[config.mk]
export PLATFORM = sky130hd
export DESIGN_NAME = sbit_emu_top
export DESIGN_NICKNAME = d
export VERILOG_FILES = /design/src/common/sbit_emu_pkg.sv /design/src/hdl/bx_timer.sv /design/src/hdl/request_fsm.sv /design/src/hdl/pattern_gen.sv /design/src/hdl/tap_delay_line.sv /design/src/hdl/sbit_emu_top.sv
export SDC_FILE = /design/constraint.sdc
export NUM_CORES = 1
export LEC_CHECK = 0
export ABC_AREA = 1
export BUFFER_PORTS_ARGS = -buffer_cell sky130_fd_sc_hd__buf_2
export CELL_PAD_IN_SITES_DETAIL_PLACEMENT = 1
export CELL_PAD_IN_SITES_GLOBAL_PLACEMENT = 1
export CORE_MARGIN = 3
export CORE_UTILIZATION = 45
export DETAILED_ROUTE_END_ITERATION = 10
export PLACE_DENSITY = 0.86
export REMOVE_ABC_BUFFERS = 1
export SLEW_MARGIN = 20
export SYNTH_ARGS = -nofsm -noshare
export SYNTH_HDL_FRONTEND = slang
export SYNTH_SLANG_ARGS = --single-unit
[constraint.sdc]
create_clock -name clk40 -period 3.2 [get_ports clk40]
set_clock_uncertainty 0.2 [all_clocks]
set_input_delay 0 -clock clk40 [delete_from_list [all_inputs] [get_ports clk40]]
set_output_delay 0 -clock clk40 [all_outputs]
set_load 0.03 [all_outputs]
[src/common/sbit_emu_pkg.sv]
// ------------------------------------------------
// shared widths and types for the s-bit emulator
// ------------------------------------------------

package sbit_emu_pkg;

  // geometry of the emulated front end
  localparam int n_vfats        = 8;   // vfats on the trigger path
  localparam int sbits_per_vfat = 8;   // s-bits per vfat per crossing
  localparam int sbit_w         = n_vfats * sbits_per_vfat;

  // delay line, modelled on a 64 deep addressable shift register
  localparam int dly_depth = 64;
  localparam int dly_sel_w = $clog2(dly_depth);

  // train of 8 crossings: even, odd, then six idle
  localparam int phase_w = 3;

  // slow-control request word
  localparam int req_data_w = 32;

  typedef logic [dly_sel_w-1:0] dly_sel_t;   // tap select
  typedef logic [phase_w-1:0]   phase_t;     // position within the train

  // one vfat worth of s-bits
  typedef logic [sbits_per_vfat-1:0] vfat_sbits_t;

  // all s-bits of one crossing
  // vfat 0 in the low byte, vfat 7 in the high byte
  typedef vfat_sbits_t [n_vfats-1:0] sbit_frame_t;

  // start of train, one bit per vfat
  typedef logic [n_vfats-1:0] sot_frame_t;

  // request toward the link transmitter
  // address and write flag are fixed and not carried here
  typedef struct packed {
    logic                  valid;   // request present this cycle
    logic [req_data_w-1:0] data;    // payload, toggles per accepted request
  } req_t;

  // request fsm states
  typedef enum logic [1:0] {
    st_startup = 2'd0,   // waiting for the startup counter
    st_send    = 2'd1,   // valid asserted
    st_holdoff = 2'd2    // backing off after busy
  } fsm_state_t;

endpackage

[src/hdl/bx_timer.sv]
`timescale 1ns/100ps

// bunch crossing timing: startup wait, bc0 marker, train phase
module bx_timer #(
  parameter int STARTUP_CYCLES = 600,  // edges until startup_done
  parameter int BC0_PERIOD     = 32    // crossings between bc0 markers
) (
  input  logic                 clk40,
  input  logic                 rst_n_i,
  output logic                 startup_done_o,  // sticky once set
  output logic                 bc0_o,           // one cycle pulse
  output sbit_emu_pkg::phase_t phase_o          // n mod 8 after edge n
);

  localparam int startup_w = $clog2(STARTUP_CYCLES + 1);
  localparam int bc0_w     = $clog2(BC0_PERIOD);

  logic [startup_w-1:0] startup_cnt;
  logic [bc0_w-1:0]     bc0_cnt;

  // ------------------------------------------------
  // startup wait
  // ------------------------------------------------
  always_ff @(posedge clk40 or negedge rst_n_i) begin
    if (!rst_n_i) begin
      startup_cnt    <= '0;
      startup_done_o <= 1'b0;
    end else if (!startup_done_o) begin   // counter freezes once done
      if (startup_cnt == startup_w'(STARTUP_CYCLES - 1))
        startup_done_o <= 1'b1;           // high after edge STARTUP_CYCLES
      else
        startup_cnt <= startup_cnt + 1'b1;
    end
  end

  // ------------------------------------------------
  // bc0 period and train phase
  // ------------------------------------------------
  always_ff @(posedge clk40 or negedge rst_n_i) begin
    if (!rst_n_i) begin
      bc0_cnt <= '0;
      bc0_o   <= 1'b0;
      phase_o <= '0;
    end else begin
      phase_o <= phase_o + 1'b1;          // free running, wraps at 8
      bc0_o   <= (bc0_cnt == bc0_w'(BC0_PERIOD - 1));  // registered marker
      if (bc0_cnt == bc0_w'(BC0_PERIOD - 1))
        bc0_cnt <= '0;                    // wrap
      else
        bc0_cnt <= bc0_cnt + 1'b1;
    end
  end

  // marker must be a single crossing wide
  a_bc0_single : assert property (
    @(posedge clk40) disable iff (!rst_n_i) bc0_o |=> !bc0_o
  );

endmodule

[src/hdl/request_fsm.sv]
`timescale 1ns/100ps

// slow-control request generator
// waits out startup, toggles data per request, backs off after busy
module request_fsm #(
  parameter int                                  HOLDOFF_CYCLES = 7,
  parameter logic [sbit_emu_pkg::req_data_w-1:0] REQ_SEED       = 32'haaaa_aaaa
) (
  input  logic               clk40,
  input  logic               rst_n_i,
  input  logic               startup_done_i,
  input  logic               busy_i,    // level from link tx
  output sbit_emu_pkg::req_t req_o
);

  import sbit_emu_pkg::*;

  localparam int hold_w = $clog2(HOLDOFF_CYCLES + 1);

  fsm_state_t            state;
  logic [hold_w-1:0]     hold_cnt;   // low-busy edges still to wait, minus one
  logic [req_data_w-1:0] data_q;
  logic                  valid;
  logic                  busy_hit;   // busy counts once startup is over

  assign valid    = (state == st_send);   // moore output
  assign busy_hit = busy_i && ((state != st_startup) || startup_done_i);

  // ------------------------------------------------
  // state register and holdoff counter
  // ------------------------------------------------
  always_ff @(posedge clk40 or negedge rst_n_i) begin
    if (!rst_n_i) begin
      state    <= st_startup;
      hold_cnt <= '0;
    end else if (busy_hit) begin
      state    <= st_holdoff;                     // enter or restart holdoff
      hold_cnt <= hold_w'(HOLDOFF_CYCLES - 1);
    end else begin
      unique case (state)
        st_startup: if (startup_done_i) state <= st_send;
        st_send:    state <= st_send;             // stays until busy
        st_holdoff: begin
          if (hold_cnt == '0)
            state <= st_send;                     // HOLDOFF_CYCLES quiet edges seen
          else
            hold_cnt <= hold_cnt - 1'b1;
        end
        default:    state <= st_startup;
      endcase
    end
  end

  // data toggles after each cycle with valid high, frozen otherwise
  always_ff @(posedge clk40 or negedge rst_n_i) begin
    if (!rst_n_i)
      data_q <= REQ_SEED;
    else if (valid)
      data_q <= ~data_q;
  end

  assign req_o.valid = valid;
  assign req_o.data  = data_q;

  // busy seen at an edge blocks valid in the following cycle
  a_busy_blocks : assert property (
    @(posedge clk40) disable iff (!rst_n_i) busy_i |=> !req_o.valid
  );

  // no request value is skipped while valid is low
  a_data_hold : assert property (
    @(posedge clk40) disable iff (!rst_n_i) !$stable(req_o.data) |-> $past(req_o.valid)
  );

endmodule

[src/hdl/pattern_gen.sv]
`timescale 1ns/100ps

// s-bit and sot frame source
// train of 8 crossings: even pattern, odd pattern, six idle
module pattern_gen #(
  parameter sbit_emu_pkg::sbit_frame_t PAT_EVEN = 64'h00fe,
  parameter sbit_emu_pkg::sbit_frame_t PAT_ODD  = 64'h0001
) (
  input  logic                      clk40,
  input  logic                      rst_n_i,
  input  sbit_emu_pkg::phase_t      phase_i,
  output sbit_emu_pkg::sbit_frame_t sbits_o,   // one cycle behind phase_i
  output sbit_emu_pkg::sot_frame_t  sot_o
);

  import sbit_emu_pkg::*;

  localparam phase_t even_phase = phase_t'(0);
  localparam phase_t odd_phase  = phase_t'(1);

  logic sot_now;   // first crossing of the train

  assign sot_now = (phase_i == even_phase);

  // ------------------------------------------------
  // frame register
  // ------------------------------------------------
  // cleared in reset so the delay lines start from an idle history
  always_ff @(posedge clk40 or negedge rst_n_i) begin
    if (!rst_n_i) begin
      sbits_o <= '0;
      sot_o   <= '0;
    end else begin
      unique case (phase_i)
        even_phase: sbits_o <= PAT_EVEN;   // checks the even encoder
        odd_phase:  sbits_o <= PAT_ODD;    // then the odd one
        default:    sbits_o <= '0;         // idle, keeps latency easy to read
      endcase
      sot_o <= {n_vfats{sot_now}};         // every vfat marks the same crossing
    end
  end

endmodule

[src/hdl/tap_delay_line.sv]
`timescale 1ns/100ps

// addressable shift register with a combinational tap
// output polarity is flipped per bit by a fixed mask
module tap_delay_line #(
  parameter type      payload_t = logic [7:0],
  parameter payload_t INVERT    = '0,   // bits set here come out inverted
  parameter int       DEPTH     = 64
) (
  input  logic                   clk40,
  input  logic                   rst_n_i,
  input  sbit_emu_pkg::dly_sel_t sel_i,    // may change in any cycle
  input  payload_t               data_i,
  output payload_t               data_o    // latency is sel_i + 1
);

  payload_t taps [DEPTH];   // taps[0] is the newest entry

  // ------------------------------------------------
  // shift chain
  // ------------------------------------------------
  always_ff @(posedge clk40 or negedge rst_n_i) begin
    if (!rst_n_i) begin
      for (int i = 0; i < DEPTH; i++) begin
        taps[i] <= '0;            // empty history after reset
      end
    end else begin
      taps[0] <= data_i;
      for (int i = 1; i < DEPTH; i++) begin
        taps[i] <= taps[i-1];     // one entry per crossing
      end
    end
  end

  // tap mux then polarity mask
  assign data_o = taps[sel_i] ^ INVERT;

  // select must address an existing tap
  a_sel_range : assert property (
    @(posedge clk40) disable iff (!rst_n_i) int'(sel_i) < DEPTH
  );

endmodule

[src/hdl/sbit_emu_top.sv]
`timescale 1ns/100ps

// front-end stimulus emulator for the optohybrid trigger path
module sbit_emu_top #(
  parameter int                        STARTUP_CYCLES = 600,
  parameter int                        BC0_PERIOD     = 32,
  parameter int                        HOLDOFF_CYCLES = 7,
  parameter sbit_emu_pkg::sbit_frame_t PAT_EVEN       = 64'h00fe,
  parameter sbit_emu_pkg::sbit_frame_t PAT_ODD        = 64'h0001,
  parameter sbit_emu_pkg::sbit_frame_t SBIT_INVERT    = 64'h3208_bd2d_e746_6745,
  parameter sbit_emu_pkg::sot_frame_t  SOT_INVERT     = 8'h86,
  parameter logic [sbit_emu_pkg::req_data_w-1:0] REQ_SEED = 32'haaaa_aaaa
) (
  input  logic                      clk40,
  input  logic                      rst_n_i,
  input  sbit_emu_pkg::dly_sel_t    dly_sel_i,   // shared by both lines
  input  logic                      busy_i,      // link tx back-pressure
  output sbit_emu_pkg::sbit_frame_t sbits_o,
  output sbit_emu_pkg::sot_frame_t  sot_o,
  output logic                      bc0_o,
  output sbit_emu_pkg::req_t        req_o
);

  import sbit_emu_pkg::*;

  logic        startup_done;
  phase_t      phase;
  sbit_frame_t sbits_raw;   // before delay and inversion
  sot_frame_t  sot_raw;

  // ------------------------------------------------
  // timing and pattern source
  // ------------------------------------------------
  bx_timer #(
    .STARTUP_CYCLES (STARTUP_CYCLES),
    .BC0_PERIOD     (BC0_PERIOD)
  ) u_bx_timer (
    .clk40          (clk40),
    .rst_n_i        (rst_n_i),
    .startup_done_o (startup_done),
    .bc0_o          (bc0_o),
    .phase_o        (phase)
  );

  pattern_gen #(
    .PAT_EVEN (PAT_EVEN),
    .PAT_ODD  (PAT_ODD)
  ) u_pattern_gen (
    .clk40    (clk40),
    .rst_n_i  (rst_n_i),
    .phase_i  (phase),
    .sbits_o  (sbits_raw),
    .sot_o    (sot_raw)
  );

  // ------------------------------------------------
  // delay lines, same tap for s-bits and sot
  // ------------------------------------------------
  tap_delay_line #(
    .payload_t (sbit_frame_t),
    .INVERT    (SBIT_INVERT),
    .DEPTH     (dly_depth)
  ) u_sbit_dly (
    .clk40     (clk40),
    .rst_n_i   (rst_n_i),
    .sel_i     (dly_sel_i),
    .data_i    (sbits_raw),
    .data_o    (sbits_o)
  );

  tap_delay_line #(
    .payload_t (sot_frame_t),
    .INVERT    (SOT_INVERT),
    .DEPTH     (dly_depth)
  ) u_sot_dly (
    .clk40     (clk40),
    .rst_n_i   (rst_n_i),
    .sel_i     (dly_sel_i),
    .data_i    (sot_raw),
    .data_o    (sot_o)
  );

  // slow-control requests toward the link
  request_fsm #(
    .HOLDOFF_CYCLES (HOLDOFF_CYCLES),
    .REQ_SEED       (REQ_SEED)
  ) u_request_fsm (
    .clk40          (clk40),
    .rst_n_i        (rst_n_i),
    .startup_done_i (startup_done),
    .busy_i         (busy_i),
    .req_o          (req_o)
  );

endmodule

==> results.py, run 1 <==
metrics = {
    "run_status": {
        "status": "finished, final reports clean",
    },
    "die": {
        "num_rows": 52,
        "design.die.area_um2": 23270,
        "pin_count": 115,
        "die_x_um": 152.5,
        "initial_core_util_pct": 46.70,
        "core_area_um2": 20690,
        "die_h_um": 152.5,
    },
    "global_route": {
        "grt_overflow": 0,
        "grt_pass1_vias": 6858,
        "grt_pass1_wl_mm": 36.14,
        "antenna_found_initial": 0,
        "grt_start_max_net_pins": 97,
        "grt_use_total_pct": 18.59,
    },
    "clocking": {
        "cts_sinks": 252,
        "clkTransAtPathRegs_ns": 0.06,
        "cts_made_buffers": 26,
        "htree_levels": 1,
        "cts-resized-gates": 0,
        "clock_path_buffers": 3,
        "cts_tree": "yes",
        "root_buffer": "clkbuf_16",
        "clk_latency_ns": 0.54,
    },
    "finish": {
        "syn2layout_area_growth_pct": 12.46,
        "drive_gt1_share_pct": 14.15,
        "num_antenna_cells": 0,
        "final_nets": 972,
    },
    "synthesis": {
        "synth_cell_types": 27,
        "yosys.area.top_type": "dfrtp_1",
        "synth_area_um2": 9662,
        "synthTopCellsByArea": "dfrtp_1, nand2_1, nand3_1, buf_4, dfstp_2",
        "yosys_register_bits": 252,
        "ys.flop_type": "dfrtp_1",
        "synth_top_area_share_pct": 61.12,
        "synth.most_common_cell": "nand2_1",
        "yosysSeqAreaShare_pct": 65.48,
        "syn_inst": 909,
        "yosys_warnings": 0,
        "synth_common_cells": "nand2_1, dfrtp_1, nand3_1, buf_4, xor2_1",
        "synth-edff-count": 0,
        "async_reset_ff_share_pct": 100.0,
        "syn_avg_cell_area_um2": 10.63,
    },
    "power_and_ir_drop": {
        "pwr_density_cell_nw_per_um2": 762.4,
        "power.leakage_nw": 5.535,
        "peakVddDrop_mv": 0.6700,
        "power_w": 0.008283,
    },
    "sta": {
        "drv_slew": 0,
        "relSlewSlack_pct": 32.73,
        "final_hold_viol_count": 0,
        "finalSetupViolations": 0,
        "holdWs_ns": 0.1555,
        "final.setup.tns_ns": 0,
        "finalCritPeriodShare_pct": 73.64,
        "rsz0062_at_grt": "false",
        "worstMarginPinSlew_ns": 1.009,
        "max_freq_ghz": 0.4243,
        "fin_crit_ns": 2.357,
    },
    "job": {
        "cap_violations": 0,
    },
    "routing": {
        "via_count": 6323,
        "drc": 0,
        "wl_per_cell_um": 17.51,
        "postRouteAntennaNets": 0,
        "via_per_inst": 5.079,
        "wl_mm": 21.80,
        "first_pass_iters": 4,
        "first_iter_violations": 354,
    },
    "critical_path": {
        "cp-start-kind": "input pin",
        "required_ns": 3.00,
        "critPathCaptureType": "primary output",
        "worstPathArrival_ns": 2.16,
        "r2r_cells": 3,
        "critical_path_class": "in2out",
        "crit_fanout": 96,
    },
    "placed_design": {
        "dp_hpwl_mm": 12.48,
        "place_congestion": 0.7659,
        "portBuffers": 58,
    },
    "min_path": {
        "hold-path-cell-count": 0,
        "hold_class": "reg2reg",
    },
}
-- routing by layer --
metal / part of all wire (%) / up-vias / track usage (%)
met5: 0 / - / 0
met4: 2.1 / 0 / 4.285
met3: 3.7 / 40 / 2.442
met2: 52 / 141 / 33.04
met1: 42 / 3280 / 24.51
li1: - / 2862 / -
-- placed cells by master (no fill, tap or decap), drive strengths merged --
cell type,count
a211oi,1
a21oi,2
buf,70
bufinv,4
clkbuf,35
clkinv,7
conb,56
dfrtp,236
dfstp,16
dlygate4sd3,3
ha,8
inv,37
nand2,251
nand3,177
nand4,1
nor2,15
nor3,7
nor3b,1
nor4,1
o21ai,5
o21bai,1
xnor2,1
xor2,40
-- worst max-delay path: stages --
cell	delay, ns
buf_2	0.11
buf_4	0.76
nand2_1	0.15
nand3_1	0.13
nand3_1	0.09
nand2_1	0.08
nand2_1	0.07
nand3_1	0.12
nand3_1	0.13
nand2_1	0.22
buf_2	0.24
-- logic make-up after synthesis --
group | count (synthesis) | share of synthesized area [%]
AO/OA/AOI/OAI | 9 | 0.5180
AND/OR/NAND/NOR | 453 | 20.10
buffers and inverters | 144 | 9.078
adder cells (fa/ha/maj) | 8 | 1.036
XOR/XNOR | 41 | 3.717
flip-flops | 252 | 65.48
other | 2 | 0.07773
-- state kept, by name, summed over array words and instances (netlist names) --
register	cells
u_bx_timer.startup_done_o	1
u_request_fsm.state	2
u_bx_timer.phase_o	3
u_sot_dly.taps	64
u_bx_timer.startup_cnt	10
u_request_fsm.data_q	32
u_pattern_gen.sot_o	1
u_sbit_dly.taps	128
u_request_fsm.hold_cnt	3
u_bx_timer.bc0_o	1
u_pattern_gen.sbits_o	2
u_bx_timer.bc0_cnt	5
-- through the flow --
step	cells	setup slack, ns	utilization [%]	cell area, µm²
after CTS	1245	0.8234	52.52	10870
after global placement	1194	0.9899	47.82	9894
after global routing	1245	0.6085	52.52	10870
final	1245	0.8434	52.52	10870
after detailed placement	1194	0.8703	47.82	9894
after floorplan	854	0.06630	-	9121
-- final timing paths --
path | start | end | slack (ns)
min in group asynchronous | rst_n_i | u_sbit_dly.taps[579]$_DFF_PN0_ | 0.37
worst min register to register | u_pattern_gen.sbits_o[0]$_DFF_PN0_ | u_sbit_dly.taps[4032]$_DFF_PN0_ | 0.16
worst max-delay path | dly_sel_i[0] | sbits_o[1] | 0.84
max in group asynchronous | rst_n_i | u_sbit_dly.taps[2944]$_DFF_PN0_ | 1.49
worst min-delay path | u_pattern_gen.sbits_o[0]$_DFF_PN0_ | u_sbit_dly.taps[4032]$_DFF_PN0_ | 0.16
worst max register to register | u_request_fsm.state[1]$_DFFE_PN0P_ | u_request_fsm.data_q[19]$_DFFE_PN1P_ | 1.36
-- layout make-up --
| class | count | area, µm² |
|---|---|---|
| well taps | 270 | 337.8 |
| clock inverters | 13 | 186.4 |
| flip-flops and latches | 252 | 6326 |
| clock buffers | 35 | 754.5 |
| inverters | 35 | 133.9 |
| repair buffers | 73 | 457.9 |
| fillers | 2265 | 9824 |
| multi-input cells | 567 | 2669 |
-- power by group --
| group | internal (W) | switching [W] |
|---|---|---|
| sequential | 0.00349 | 0.000162 |
| clock | 0.00199 | 0.00127 |
| combinational | 0.000352 | 0.00102 |
-- timing repair --
action	4_1_cts	5_1_grt
setup buffers	0	0
hold buffers	3	0
hold endpoints to repair	241	0
Power figures use the tool's default switching activity.
==> inputs of run 2 (changes only) <==
--- a/config.mk
+++ b/config.mk
@@ -10,9 +10,9 @@
 export CELL_PAD_IN_SITES_DETAIL_PLACEMENT = 1
 export CELL_PAD_IN_SITES_GLOBAL_PLACEMENT = 1
 export CORE_MARGIN = 3
-export CORE_UTILIZATION = 45
+export CORE_UTILIZATION = 41
 export DETAILED_ROUTE_END_ITERATION = 10
-export PLACE_DENSITY = 0.86
+export PLACE_DENSITY = 0.83
 export REMOVE_ABC_BUFFERS = 1
 export SLEW_MARGIN = 20
 export SYNTH_ARGS = -nofsm -noshare
==> constraint.sdc (replaced) <==
create_clock -name clk40 -period 2 [get_ports clk40]
set_clock_uncertainty 0.2 [all_clocks]
set_input_delay 0 -clock clk40 [delete_from_list [all_inputs] [get_ports clk40]]
set_output_delay 0 -clock clk40 [all_outputs]
set_load 0.03 [all_outputs]
==> run 2 against run 1 <==
The run now ends with negative setup slack left. Global-route usage is 1.6 points lower. Flip-flop and latch count did not move. Sequential power up 60%. Worst hold slack worse by 0.0064 ns. Clock power up 56%. Sequential share of layout area shrank 2.3 points. Core utilization fell by 3.1 points. Largest power group unchanged. Highest routed layer unchanged.
==> results.py, run 2 (synthesis gave the netlist of run 1 again) <==
metrics = {
    "critical_path": {
        "cp_top_family": "simple AND/OR/NAND/NOR gates",
        "cp_cell_sequence": "nand2_1, nand3_1, nand3_1, nand2_1, nand2_1, nand3_2, nand3_4, nand2_8, inv_6, buf_6",
        "required_ns": 1.80,
        "cp-start-kind": "flop",
        "worstPathArrival_ns": 1.96,
        "critPathBufInv": 2,
        "worst_path_largest_cell_delay_ns": 0.39,
        "crit_fanout": 6,
        "critical_path_class": "reg2out",
        "critPathCaptureType": "primary output",
        "crit_top_cell": "nand2_1",
        "slowest_stage": "dfrtp_1",
    },
    "run_status": {
        "violations": "negative setup slack",
        "status": "complete, but fails checks",
    },
    "die": {
        "pin_count": 115,
        "initial_core_util_pct": 42.16,
        "die_x_um": 159.5,
        "die_h_um": 159.5,
        "core_area_um2": 22920,
        "design.die.area_um2": 25440,
        "num_rows": 55,
    },
    "finish": {
        "largest_reg_flops": 128,
        "syn2layout_area_growth_pct": 17.13,
        "drive_gt1_share_pct": 17.74,
        "final_cell_mix": "nand2_1, dfrtp_1, nand3_1",
        "utilization_pct": 49.39,
        "mostFrequentLayoutCell": "nand2_1",
        "num_antenna_cells": 0,
        "reg_top3": "u_sbit_dly.taps (128), u_sot_dly.taps (64), u_request_fsm.data_q (32)",
        "stdcell_area_um2": 11320,
        "regMostFlops": "u_sbit_dly.taps",
        "final_nets": 988,
        "instances_no_fill": 1305,
        "nFillCells": 2479,
    },
    "sta": {
        "fin_ws_ns": -0.1632,
        "max_freq_ghz": 0.4623,
        "fin_crit_ns": 2.163,
        "final_hold_viol_count": 0,
        "drv_slew": 0,
        "finalCritPeriodShare_pct": 108.2,
        "rsz0062_at_grt": "true",
        "relSlewSlack_pct": 60.27,
        "finalSetupViolations": 15,
        "worstMarginPinSlew_ns": 0.5953,
    },
    "global_route": {
        "grt_pass1_vias": 7076,
        "grt_pass1_wl_mm": 36.11,
        "grt_overflow": 0,
        "grt_start_max_net_pins": 69,
        "grt_use_total_pct": 17.00,
        "antenna_found_initial": 0,
    },
    "clocking": {
        "clock_path_buffers": 3,
        "clk_latency_ns": 0.54,
        "cts_made_buffers": 27,
        "htree_levels": 1,
        "cts_sinks": 252,
        "root_buffer": "clkbuf_16",
        "clkTransAtPathRegs_ns": 0.06,
        "cts_tree": "yes",
    },
    "power_and_ir_drop": {
        "p_seq_share_pct": 44.2,
        "power_w": 0.01324,
        "peakVddDrop_mv": 1.068,
        "power_frac_comb_pct": 17.3,
        "p_clk_share_pct": 38.5,
        "p_sw_w": 0.003933,
        "p_sw_share_pct": 29.71,
        "intPower_w": 0.009306,
        "pwr_density_cell_nw_per_um2": 1170,
        "power.leakage_nw": 5.698,
    },
    "placed_design": {
        "place_ws_ns": 0.2079,
        "place_area_um2": 10080,
        "dp_hpwl_mm": 12.47,
        "portBuffers": 58,
        "place_congestion": 0.7509,
        "dp.cells": 1244,
    },
    "routing": {
        "wl_mm": 22.13,
        "via_per_inst": 4.870,
        "first_pass_iters": 4,
        "first_iter_violations": 481,
        "via_count": 6356,
        "postRouteAntennaNets": 0,
        "drc": 0,
        "wl_per_cell_um": 16.96,
    },
    "min_path": {
        "hold_class": "reg2reg",
    },
    "job": {
        "cap_violations": 0,
    },
}
[run 2: cell count changes in the layout (fill, tap and decap cells not counted), moves of 3 or more]
cell / before / now
nand3_4: 0 / 3
buf_12: 3 / 9
clkinv_2: 6 / 10
buf_2: 57 / 41
nand2_2: 1 / 5
nand3_1: 177 / 160
clkbuf_8: 7 / 2
buf_4: 9 / 26
nand2_1: 250 / 244
nand3_2: 0 / 14
buf_6: 0 / 8
[run 2: worst paths after layout]
check | start | endpoint | slack (ns) | depth (start not counted)
setup / recovery | u_sot_dly.taps[232]$_DFF_PN0_ | sot_o[1] | -0.16 | 10
hold / removal | u_sbit_dly.taps[2240]$_DFF_PN0_ | u_sbit_dly.taps[2176]$_DFF_PN0_ | 0.15 | 0
setup reg to reg | u_bx_timer.startup_cnt[0]$_DFFE_PN0P_ | u_bx_timer.startup_cnt[6]$_DFFE_PN0P_ | 0.33 | 9
hold reg to reg | u_sbit_dly.taps[2240]$_DFF_PN0_ | u_sbit_dly.taps[2176]$_DFF_PN0_ | 0.15 | 0
max in group asynchronous | rst_n_i | u_sbit_dly.taps[2752]$_DFF_PN0_ | 0.60 | 4
min in group asynchronous | rst_n_i | u_sbit_dly.taps[518]$_DFF_PN0_ | 0.33 | 3
[run 2: what timing repair did]
| item | CTS | global route |
|---|---|---|
| gates resized for setup | 38 | 19 |
| hold buffers | 3 | 0 |
| endpoints found under the setup margin | 16 | 16 |
| buffers inserted | 4 | 4 |
| pin swaps | 13 | 14 |
| endpoints found under the hold margin | 257 | 0 |
[run 2: metal layers]
| layer | part of all wire [%] | global-route usage [%] | vias to the layer above |
|---|---|---|---|
| met5 | 0 | 0 | - |
| met4 | 2.0 | 4.656 | 0 |
| met3 | 4.7 | 3.226 | 41 |
| met2 | 52 | 29.87 | 148 |
| met1 | 42 | 21.56 | 3270 |
| li1 | - | - | 2897 |
[run 2: power by group through the flow]
| stage | sequential (W) | clock [W] | combinational [W] |
|---|---|---|---|
| global placement | 0.00591 | 0 | 0.00214 |
| global route | 0.00591 | 0.00550 | 0.00247 |
| detailed placement | 0.00592 | 0 | 0.00222 |
| finish | 0.00585 | 0.00510 | 0.00228 |
| CTS | 0.00586 | 0.00523 | 0.00228 |
| floorplan | 0.00657 | 0 | 0.000753 |
[run 2: cell type report]
class	count	area (µm²)	area share, %
clock buffer	33	718.2	6.346
clock inverter	17	205.2	1.813
timing repair buffer	88	715.7	6.324
tap	313	391.6	3.460
multi-input combinational	567	2819	24.91
sequential	252	6326	55.90
inverter	35	141.4	1.249
[run 2: through the flow]
| step | hold slack [ns] | TNS, ns |
|---|---|---|
| floorplan | -0.4956 | -40.56 |
| global placement | -0.2321 | 0 |
| detailed placement | -0.2287 | 0 |
| finish | 0.1491 | -2.153 |
| CTS | 0.1575 | -0.5346 |
| global route | 0.1601 | -3.665 |
[run 2: worst register-to-register path, cell delays in order, from the launching register on]
cell     delay, ns
dfrtp_1       0.41
ha_1          0.20
inv_1         0.09
nor3_1        0.06
nand3_1       0.10
nand2_2       0.10
nor2_1        0.22
nand2_1       0.08
nand2_1       0.07
nand2_1       0.04
